### config.mk
export PLATFORM = sky130hd
export DESIGN_NAME = arp_engine
export DESIGN_NICKNAME = d
export VERILOG_FILES = /design/src/arp_pkg.sv /design/src/arp_engine.sv /design/src/arp_tx_serializer.sv /design/src/arp_tx_select.sv /design/src/arp_table.sv /design/src/arp_rx_parser.sv
export SDC_FILE = /design/constraint.sdc
export NUM_CORES = 2
export LEC_CHECK = 0
export BUFFER_PORTS_ARGS = -buffer_cell sky130_fd_sc_hd__buf_2
export CAP_MARGIN = 10
export CORE_MARGIN = 2
export CORE_UTILIZATION = 50
export DETAILED_ROUTE_END_ITERATION = 10
export GPL_TIMING_DRIVEN = 0
export PLACE_DENSITY = 0.7
export SYNTH_ARGS = -nofsm -noshare
export SYNTH_HDL_FRONTEND = slang
export SYNTH_SLANG_ARGS = --single-unit
### constraint.sdc
create_clock -name clk -period 19.6 [get_ports clk]
set_clock_uncertainty 0.15 [all_clocks]
set_input_delay 1.96 -clock clk [delete_from_list [all_inputs] [get_ports clk]]
set_output_delay 1.96 -clock clk [all_outputs]
set_load 0.005 [all_outputs]
### src/arp_pkg.sv
package arp_pkg;

  // field types
  typedef logic [7:0]  byte_t;
  typedef logic [31:0] ipv4_t;
  typedef logic [47:0] mac_t;
  typedef logic [15:0] oper_t;

  // arp payload in wire order, msb goes out first
  typedef struct packed {
    logic [15:0] hw_type;
    logic [15:0] proto;
    logic [7:0]  hlen;
    logic [7:0]  plen;
    oper_t       oper;
    mac_t        sha;   // sender hw address
    ipv4_t       spa;   // sender ip
    mac_t        tha;   // target hw address
    ipv4_t       tpa;   // target ip
  } arp_hdr_t;

  // local station
  typedef struct packed {
    mac_t  mac;
    ipv4_t ip;
  } dev_t;

  // one learned ip/mac pair
  typedef struct packed {
    ipv4_t ip;
    mac_t  mac;
  } arp_entry_t;

  typedef struct packed {
    byte_t data;
    logic  valid;
    logic  last;
    logic  err;
  } rx_stream_t;

  typedef struct packed {
    byte_t data;
    logic  valid;
    logic  last;
  } tx_stream_t;

  localparam int ARP_LEN = 28; // payload bytes

  localparam logic [15:0] HW_ETHERNET   = 16'd1;
  localparam logic [15:0] PROTO_IPV4    = 16'h0800;
  localparam logic [7:0]  HLEN_ETHERNET = 8'd6;
  localparam logic [7:0]  PLEN_IPV4     = 8'd4;
  localparam oper_t       OPER_REQUEST  = 16'd1;
  localparam oper_t       OPER_REPLY    = 16'd2;
  localparam mac_t        MAC_BROADCAST = '1;

endpackage
### src/arp_engine.sv
`timescale 1ns/100ps

module arp_engine import arp_pkg::*; #(
  parameter int TABLE_DEPTH   = 4,
  parameter int TIMEOUT_TICKS = 100000,
  parameter int CREDIT_MAX    = 8
) (
  input  logic       clk,
  input  logic       fsm_rst,
  input  dev_t       dev,
  input  rx_stream_t rx,
  input  logic       tx_credit,
  input  ipv4_t      ipv4_req,
  output tx_stream_t tx,
  output mac_t       tx_dst_mac,
  output mac_t       mac_rsp,
  output logic       arp_val,
  output logic       arp_err
);

  arp_hdr_t   rx_hdr;
  logic       rx_hdr_valid;
  arp_entry_t learn;
  logic       req_pending;
  ipv4_t      req_ip;
  logic       req_taken;
  logic       start;
  logic       busy;
  arp_hdr_t   tx_hdr;
  mac_t       dst_mac;

  // every good frame teaches its sender pair
  assign learn = '{ip: rx_hdr.spa, mac: rx_hdr.sha};

  arp_rx_parser u_rx_parser (
    .clk       (clk),
    .fsm_rst   (fsm_rst),
    .rx        (rx),
    .hdr       (rx_hdr),
    .hdr_valid (rx_hdr_valid)
  );

  arp_table #(
    .TABLE_DEPTH   (TABLE_DEPTH),
    .TIMEOUT_TICKS (TIMEOUT_TICKS)
  ) u_table (
    .clk         (clk),
    .fsm_rst     (fsm_rst),
    .learn       (learn),
    .learn_valid (rx_hdr_valid),
    .ipv4_req    (ipv4_req),
    .mac_rsp     (mac_rsp),
    .arp_val     (arp_val),
    .arp_err     (arp_err),
    .req_pending (req_pending),
    .req_ip      (req_ip),
    .req_taken   (req_taken)
  );

  arp_tx_select u_tx_select (
    .clk         (clk),
    .fsm_rst     (fsm_rst),
    .dev         (dev),
    .hdr         (rx_hdr),
    .hdr_valid   (rx_hdr_valid),
    .req_pending (req_pending),
    .req_ip      (req_ip),
    .req_taken   (req_taken),
    .busy        (busy),
    .start       (start),
    .tx_hdr      (tx_hdr),
    .dst_mac     (dst_mac)
  );

  arp_tx_serializer #(
    .CREDIT_MAX (CREDIT_MAX)
  ) u_tx_serializer (
    .clk        (clk),
    .fsm_rst    (fsm_rst),
    .start      (start),
    .tx_hdr     (tx_hdr),
    .dst_mac    (dst_mac),
    .tx_credit  (tx_credit),
    .tx         (tx),
    .tx_dst_mac (tx_dst_mac),
    .busy       (busy)
  );

endmodule

### src/arp_tx_serializer.sv
`timescale 1ns/100ps

module arp_tx_serializer import arp_pkg::*; #(
  parameter int CREDIT_MAX = 8
) (
  input  logic       clk,
  input  logic       fsm_rst,
  input  logic       start,
  input  arp_hdr_t   tx_hdr,
  input  mac_t       dst_mac,
  input  logic       tx_credit,
  output tx_stream_t tx,
  output mac_t       tx_dst_mac,
  output logic       busy
);

  localparam int CR_W = $clog2(CREDIT_MAX + 1);
  localparam logic [CR_W-1:0] CR_FULL  = CR_W'(CREDIT_MAX);
  localparam logic [4:0]      LAST_CNT = 5'(ARP_LEN - 1);

  typedef enum logic {
    ser_idle,
    ser_send
  } ser_state_t;

  ser_state_t          state;
  byte_t [ARP_LEN-1:0] shreg;   // msb byte is on the wire
  logic [4:0]          cnt;
  logic [CR_W-1:0]     credit;
  logic                emit;

  assign emit = (state == ser_send) && (credit != '0);
  assign busy = (state == ser_send);

  always_comb begin
    tx.data  = shreg[ARP_LEN-1];
    tx.valid = emit;
    tx.last  = emit && (cnt == LAST_CNT);
  end

  // credit counter, one byte costs one credit
  always_ff @(posedge clk) begin
    if (fsm_rst) begin
      credit <= CR_FULL;
    end else if (emit && !tx_credit) begin
      credit <= credit - 1'b1;
    end else if (!emit && tx_credit && credit != CR_FULL) begin
      credit <= credit + 1'b1;
    end
  end

  always_ff @(posedge clk) begin
    if (fsm_rst) begin
      state <= ser_idle;
      cnt   <= '0;
    end else begin
      case (state)
        ser_idle: begin
          cnt <= '0;
          if (start) begin
            shreg      <= tx_hdr;
            tx_dst_mac <= dst_mac; // held for the whole frame
            state      <= ser_send;
          end
        end
        ser_send: begin
          if (emit) begin
            shreg <= {shreg[ARP_LEN-2:0], 8'h00};
            cnt   <= cnt + 5'd1;
            if (cnt == LAST_CNT) begin
              state <= ser_idle;
            end
          end
        end
        default: state <= ser_idle;
      endcase
    end
  end

endmodule

### src/arp_tx_select.sv
`timescale 1ns/100ps

module arp_tx_select import arp_pkg::*; (
  input  logic     clk,
  input  logic     fsm_rst,
  input  dev_t     dev,
  input  arp_hdr_t hdr,
  input  logic     hdr_valid,
  input  logic     req_pending,
  input  ipv4_t    req_ip,
  output logic     req_taken,
  input  logic     busy,
  output logic     start,
  output arp_hdr_t tx_hdr,
  output mac_t     dst_mac
);

  arp_hdr_t rep_hdr;   // queued reply
  logic     rep_due;
  ipv4_t    req_tpa;   // queued request target
  logic     req_due;
  logic     reply_hit;
  logic     launch_ok;

  assign reply_hit = hdr_valid && hdr.oper == OPER_REQUEST && hdr.tpa == dev.ip;
  assign req_taken = req_pending && !req_due; // slot free, take it now
  assign launch_ok = !busy && !start;         // busy lags start by a cycle

  always_ff @(posedge clk) begin
    if (fsm_rst) begin
      rep_due <= 1'b0;
      req_due <= 1'b0;
      start   <= 1'b0;
    end else begin
      start <= 1'b0;
      if (launch_ok && rep_due) begin
        // reply goes first
        start   <= 1'b1;
        tx_hdr  <= rep_hdr;
        dst_mac <= rep_hdr.tha;
        rep_due <= 1'b0;
      end else if (launch_ok && req_due) begin
        start   <= 1'b1;
        tx_hdr  <= '{hw_type: HW_ETHERNET, proto: PROTO_IPV4, hlen: HLEN_ETHERNET,
                     plen: PLEN_IPV4, oper: OPER_REQUEST, sha: dev.mac, spa: dev.ip,
                     tha: MAC_BROADCAST, tpa: req_tpa};
        dst_mac <= MAC_BROADCAST;
        req_due <= 1'b0;
      end
      if (reply_hit) begin
        rep_due <= 1'b1; // newer reply replaces an unsent one
        rep_hdr <= '{hw_type: HW_ETHERNET, proto: hdr.proto, hlen: HLEN_ETHERNET,
                     plen: hdr.plen, oper: OPER_REPLY, sha: dev.mac, spa: dev.ip,
                     tha: hdr.sha, tpa: hdr.spa};
      end
      if (req_taken) begin
        req_due <= 1'b1;
        req_tpa <= req_ip;
      end
    end
  end

endmodule

### src/arp_table.sv
`timescale 1ns/100ps

module arp_table import arp_pkg::*; #(
  parameter int TABLE_DEPTH   = 4,
  parameter int TIMEOUT_TICKS = 100000
) (
  input  logic       clk,
  input  logic       fsm_rst,
  input  arp_entry_t learn,
  input  logic       learn_valid,
  input  ipv4_t      ipv4_req,
  output mac_t       mac_rsp,
  output logic       arp_val,
  output logic       arp_err,
  output logic       req_pending,
  output ipv4_t      req_ip,
  input  logic       req_taken
);

  localparam int IDX_W = (TABLE_DEPTH > 1) ? $clog2(TABLE_DEPTH) : 1;
  localparam int TMR_W = $clog2(TIMEOUT_TICKS + 1);
  localparam logic [IDX_W-1:0] LAST_IDX = IDX_W'(TABLE_DEPTH - 1);
  localparam logic [TMR_W-1:0] TMR_LAST = TMR_W'(TIMEOUT_TICKS - 1);

  typedef enum logic [1:0] {
    lrn_idle,
    lrn_scan,
    lrn_write
  } lrn_state_t;

  typedef enum logic [1:0] {
    lkp_idle,
    lkp_scan,
    lkp_request,
    lkp_wait
  } lkp_state_t;

  arp_entry_t             entry [TABLE_DEPTH];
  logic [TABLE_DEPTH-1:0] ent_valid;

  lrn_state_t       lrn_state;
  arp_entry_t       lrn;       // pair being learned
  logic [IDX_W-1:0] l_idx;
  logic [IDX_W-1:0] w_idx;
  logic [IDX_W-1:0] wr_ptr;    // round robin slot for new pairs
  logic             l_match;

  lkp_state_t       lkp_state;
  logic [IDX_W-1:0] r_idx;
  logic [TMR_W-1:0] timer;
  logic             r_match;

  // invalid slots never match
  assign l_match = ent_valid[l_idx] && (entry[l_idx].ip == lrn.ip);
  assign r_match = ent_valid[r_idx] && (entry[r_idx].ip == req_ip);

  // entry storage
  always_ff @(posedge clk) begin
    if (lrn_state == lrn_write) begin
      entry[w_idx] <= lrn;
    end
  end

  // learn engine
  always_ff @(posedge clk) begin
    if (fsm_rst) begin
      lrn_state <= lrn_idle;
      ent_valid <= '0;
      wr_ptr    <= '0;
      l_idx     <= '0;
      w_idx     <= '0;
    end else begin
      case (lrn_state)
        lrn_idle: begin
          l_idx <= '0;
          if (learn_valid) begin
            lrn       <= learn;
            lrn_state <= lrn_scan;
          end
        end
        lrn_scan: begin
          if (l_match) begin
            w_idx     <= l_idx; // refresh existing ip
            lrn_state <= lrn_write;
          end else if (l_idx == LAST_IDX) begin
            w_idx     <= wr_ptr;
            wr_ptr    <= (wr_ptr == LAST_IDX) ? '0 : wr_ptr + 1'b1;
            lrn_state <= lrn_write;
          end else begin
            l_idx <= l_idx + 1'b1;
          end
        end
        lrn_write: begin
          ent_valid[w_idx] <= 1'b1;
          lrn_state        <= lrn_idle;
        end
        default: lrn_state <= lrn_idle;
      endcase
    end
  end

  // lookup, request and timeout
  always_ff @(posedge clk) begin
    if (fsm_rst) begin
      lkp_state   <= lkp_idle;
      req_ip      <= '0;
      r_idx       <= '0;
      timer       <= '0;
      arp_val     <= 1'b0;
      arp_err     <= 1'b0;
      req_pending <= 1'b0;
    end else begin
      arp_err <= 1'b0; // single cycle pulse
      case (lkp_state)
        lkp_idle: begin
          r_idx  <= '0;
          req_ip <= ipv4_req;
          if (ipv4_req != req_ip && ipv4_req != '0) begin
            arp_val   <= 1'b0;
            lkp_state <= lkp_scan;
          end
        end
        lkp_scan: begin
          if (r_match) begin
            mac_rsp   <= entry[r_idx].mac;
            arp_val   <= 1'b1;
            lkp_state <= lkp_idle;
          end else if (r_idx == LAST_IDX) begin
            req_pending <= 1'b1; // miss, ask the network
            lkp_state   <= lkp_request;
          end else begin
            r_idx <= r_idx + 1'b1;
          end
        end
        lkp_request: begin
          timer <= '0;
          if (req_taken) begin
            req_pending <= 1'b0;
            lkp_state   <= lkp_wait;
          end
        end
        lkp_wait: begin
          timer <= timer + 1'b1;
          if (learn_valid && learn.ip == req_ip) begin
            mac_rsp   <= learn.mac;
            arp_val   <= 1'b1;
            lkp_state <= lkp_idle;
          end else if (timer == TMR_LAST) begin
            arp_err   <= 1'b1;
            lkp_state <= lkp_idle;
          end
        end
        default: lkp_state <= lkp_idle;
      endcase
    end
  end

endmodule

### src/arp_rx_parser.sv
`timescale 1ns/100ps

module arp_rx_parser import arp_pkg::*; (
  input  logic       clk,
  input  logic       fsm_rst,
  input  rx_stream_t rx,
  output arp_hdr_t   hdr,
  output logic       hdr_valid
);

  localparam logic [5:0] LAST_CNT = 6'(ARP_LEN - 1); // count seen before the final byte

  byte_t [ARP_LEN-2:0] shreg;   // first 27 bytes, oldest on top
  logic [5:0]          cnt;
  logic                err_seen;
  logic                frame_ok;

  // good frame closes on exactly the 28th byte with no error anywhere
  assign frame_ok = rx.valid && rx.last && (cnt == LAST_CNT) && !rx.err && !err_seen;

  // byte shifter
  always_ff @(posedge clk) begin
    if (rx.valid) begin
      shreg <= {shreg[ARP_LEN-3:0], rx.data};
    end
    if (frame_ok) begin
      hdr <= arp_hdr_t'({shreg, rx.data});
    end
  end

  always_ff @(posedge clk) begin
    if (fsm_rst) begin
      cnt       <= '0;
      err_seen  <= 1'b0;
      hdr_valid <= 1'b0;
    end else begin
      hdr_valid <= frame_ok; // one cycle after last
      if (rx.valid) begin
        if (rx.last) begin
          // good or bad, the next frame starts clean
          cnt      <= '0;
          err_seen <= 1'b0;
        end else begin
          if (cnt != '1) begin
            cnt <= cnt + 6'd1; // saturates on long frames
          end
          err_seen <= err_seen | rx.err;
        end
      end
    end
  end

endmodule

==> results.sh <==
export IMPL_result_of_the_run="completed"
export IMPL_postSynth_topFlopCell="sky130_fd_sc_hd__edfxtp_1"
export IMPL_floorplan_die_area_mm2=0.118
export IMPL_share_of_power_burned_in_registers_pct=54.6
export IMPL_ys_warn_count=0
export IMPL_floorplan_core_area_mm2=0.115
export IMPL_worstSetupPathType="input port to flip-flop"
export IMPL_grt_pass1_vias=28700
export IMPL_power_report_internal_total_mw=5.39
export IMPL_detail_route_iter0_violations=3173
export IMPL_syn_nets=3266
export IMPL_critical_path_arrival_ps=5170
export IMPL_hold_violations=0
export IMPL_drt_vias_per_instance=5.55
export IMPL_final_layout_size_suffix_gt1_share_pct=25.2
export IMPL_h_tree_depth=4
export IMPL_global_route_usage_over_all_layers_pct=22.1
export IMPL_ff_latch_area_mm2=0.0461
export IMPL_post_synth_top_count_cell="sky130_fd_sc_hd__edfxtp_1"
export IMPL_vias=29300
export IMPL_powerDensity_mw_per_mm2=100
export IMPL_grt_start_max_net_pins=101
export IMPL_drc_errors=0
export IMPL_flip_flop_and_latch_count_after_synthesis=1567
export IMPL_synth_enable_flop_cells=1474
export IMPL_vdd_drop_max_mv=0.0829
export IMPL_netlist_cell_type_count=74
export IMPL_clk_pin_slew_worst_paths_ps=60
export IMPL_yosys_top_cells_area="sky130_fd_sc_hd__edfxtp_1 (77%), sky130_fd_sc_hd__mux2_2 (4.4%), sky130_fd_sc_hd__mux4_2 (3.8%)"
export IMPL_cts_repair_resize_count=0
export IMPL_max_clock_freq_mhz=206
export IMPL_least_setup_slack_across_all_paths_after_layout_ps=14750
export IMPL_multi_input_comb_area_mm2=0.0112
export IMPL_netlist_instances=3131
export IMPL_clk_insertion_delay_late_ps=780
export IMPL_fillerInstances=8425
export IMPL_die_height_um=344
export IMPL_final_period_minus_worst_setup_slack_ps=4850
export IMPL_final_min_period_over_clock_period_pct=24.8
export IMPL_final_antenna_net_count=0
export IMPL_logic_gate_share_of_total_power_pct=2.0
export IMPL_final_setup_tns_ps=0
export IMPL_place_gp_congestion=0.906
export IMPL_finalMaxSlewViolations=0
export IMPL_cts_hold_repair_buffers=0
export IMPL_grt_overflow_total=0
export IMPL_timing_max_cap_violations=0
export IMPL_cp_cell_sequence="buf_8 -> buf_16 -> nand2_1 -> or4_1 -> nor4b_2 -> buf_4 -> buf_4 -> buf_4 -> buf_4 -> buf_4 -> buf_4 -> buf_4 -> buf_4"
export IMPL_max_slew_worst_pin_slew_ps=1070
export IMPL_initial_core_util_pct=50.5
export IMPL_grt_pass1_wl_um=189000
export IMPL_routed_wirelength_um=131000
export IMPL_power_switching_mw=1.38
export IMPL_final_cell_area_mm2=0.0674
export IMPL_ctsLongestPathBuffers=3
export IMPL_buffer_ports_inserted=233
export IMPL_antenna_found_initial=20
export IMPL_setup_repair_after_global_routing_missed_its_margin="no"
export IMPL_final_hpwl_dp_um=90500
export IMPL_power_switching_share_pct=20.3
export IMPL_max_slew_headroom_pct=28.7
export IMPL_worst_endpoint_required_ps=19910
export IMPL_wl_per_cell_um=24.9
export IMPL_clock_sinks=1567
export IMPL_post_dp_cell_area_mm2=0.0623
export IMPL_die_width_um=344
export IMPL_static_leakage_power_nw=22.5
export IMPL_ys_async_sr_fraction_pct=0
export IMPL_worstSetupStartpointType="input port"
export IMPL_worstPathMaxFanout=100
export IMPL_final_setup_viol_count=0
export IMPL_cp_top_family="buffers and inverters"
export IMPL_crit_path_end_kind="flip-flop"
export IMPL_detailedRoute_firstPassIterationCount=6
export IMPL_post_synth_instance_area_mm2=0.0578
export IMPL_top_level_ports=234
export IMPL_timing_critical_path_slowest_cell_delay_ps=500
export IMPL_critical_path_buffers_and_inverters=10
export IMPL_commonest_cells_in_the_netlist="sky130_fd_sc_hd__edfxtp_1 (1474), sky130_fd_sc_hd__nand2_1 (432), sky130_fd_sc_hd__mux2_2 (227)"
export IMPL_cts_buffers_inserted=156
export IMPL_dp_slack_ps=13940
export IMPL_synthDominantAreaCellType="sky130_fd_sc_hd__edfxtp_1"
export IMPL_crit_path_top_delay_cell="sky130_fd_sc_hd__or4_1"
export IMPL_seq_area_frac_synth_pct=79.8
export IMPL_final_net_count=3772
export IMPL_cts_repair_timing_setup_buffer_count=0
export IMPL_avg_synthesized_cell_area_um2=18.5
export IMPL_finalCoreUtilization_pct=58.8
export IMPL_num_rows=124
export IMPL_cts_root_buffer="sky130_fd_sc_hd__clkbuf_16"
export IMPL_cts_tree="yes"
export IMPL_kind_of_path_behind_the_tightest_hold_check="flip-flop to flip-flop"
export IMPL_layout_area_overhead_vs_synth_pct=16.5
export IMPL_fraction_of_post_synthesis_cell_area_in_the_top_cell_type_by_area_pct=76.5
export IMPL_finalHoldWorstSlack_ps=258
export IMPL_critPathMostFrequentCell="sky130_fd_sc_hd__buf_4"
export IMPL_p_clk_share_pct=43.4
[sequential cells by signal, summed over array words and instances (netlist names), 4 cells and up, named ones only]
| name | count |
|---|---|
| u_rx_parser.shreg | 200 |
| u_table.timer | 17 |
| u_table.req_ip | 32 |
| u_tx_serializer.shreg | 216 |
| u_table.mac_rsp | 48 |
| u_tx_select.tx_hdr | 138 |
| u_tx_select.dst_mac | 48 |
| u_table.lrn | 80 |
| u_tx_serializer.tx_dst_mac | 48 |
| u_tx_serializer.credit | 4 |
| u_tx_select.rep_hdr | 184 |
| u_tx_serializer.cnt | 5 |
| u_tx_select.req_tpa | 32 |
| u_table.ent_valid | 4 |
| u_tx_serializer.tx | 8 |
| u_table.entry | 320 |
| u_rx_parser.hdr | 152 |
| u_rx_parser.cnt | 6 |
[cell families (layout without fill, tap and decap cells)]
kind of cell / Yosys count / after routing / share of synthesized area, %
compound gates: 111 / 111 / 1.24
xor+xnor: 178 / 178 / 2.70
fa+ha+maj: 9 / 9 / 0.208
buf+inv: 145 / 774 / 1.08
flops: 1567 / 1567 / 79.8
mux: 362 / 362 / 8.86
other cells: 0 / 9 / 0
simple gates: 759 / 759 / 6.15
[path summary, 6_finish.rpt]
path	startpoint	end	slack, ps	cells past startpoint
max	rx[2]	u_rx_parser.hdr[4]$_DFFE_PP_	14750	13
min	u_rx_parser.shreg[194]$_DFFE_PP_	u_rx_parser.hdr[202]$_DFFE_PP_	260	0
min reg2reg	u_rx_parser.shreg[194]$_DFFE_PP_	u_rx_parser.hdr[202]$_DFFE_PP_	260	0
max reg2reg	flip-flop	u_table.mac_rsp[17]$_DFFE_PP_	15630	11
[cell type report]
class | instances | share of cell area, %
multi-input combinational | 1419 | 16.6
sequential | 1567 | 68.5
antenna | 9 | 0.0334
buffer | 131 | 0.852
clock buffer | 184 | 5.99
clock inverter | 97 | 1.52
tap | 1512 | 2.81
timing repair buffer | 348 | 3.68
inverter | 14 | 0.0780
[stage by stage]
step | instances | power (mW)
after floorplan | 3131 | 3.82
after global placement | 4876 | 3.89
after detailed placement | 4991 | 3.89
after CTS | 5272 | 6.81
after global routing | 5279 | 6.95
final | 5281 | 6.77
[power groups by stage]
stage	registers (mW)	clock network, mW	logic (mW)
floorplan	3.75	0	0.0701
global placement	3.77	0	0.129
detailed placement	3.76	0	0.133
CTS	3.69	2.99	0.134
global route	3.69	3.11	0.144
finish	3.69	2.94	0.134
[routing by layer]
metal	wire length (µm)	GRT usage, %	vias up
li1	-	-	12900
met1	54200	31.2	14900
met2	62900	34.8	1238
met3	10500	4.41	231
met4	3730	7.46	4
met5	26	0	-
[layout by cell type, fill, tap and decap left out, drive strengths merged, types with 14 or more instances in the layout]
cell,count
inv,17
a21oi,52
nand2,433
xor2,74
mux2i,38
nand4,34
mux2,227
nor4,32
xnor2,104
dfxtp,93
nor2,60
edfxtp,1474
clkbuf,282
bufinv,14
and2,39
buf,381
and3,29
mux4,97
clkinv,76
nand2b,64
[worst reg2reg max path, cell delays in order, from the launching register on]
cell and delay (ps):
sky130_fd_sc_hd__dfxtp_1 310, sky130_fd_sc_hd__buf_4 280, sky130_fd_sc_hd__mux4_2 580, sky130_fd_sc_hd__xnor2_1 400
sky130_fd_sc_hd__nand4_1 200, sky130_fd_sc_hd__a2111oi_0 370, sky130_fd_sc_hd__o211ai_1 300, sky130_fd_sc_hd__nor2_2 320
sky130_fd_sc_hd__nor2_1 110, sky130_fd_sc_hd__nor2_4 110, sky130_fd_sc_hd__buf_12 210, sky130_fd_sc_hd__buf_12 270
(Power assumes the default switching activity.)
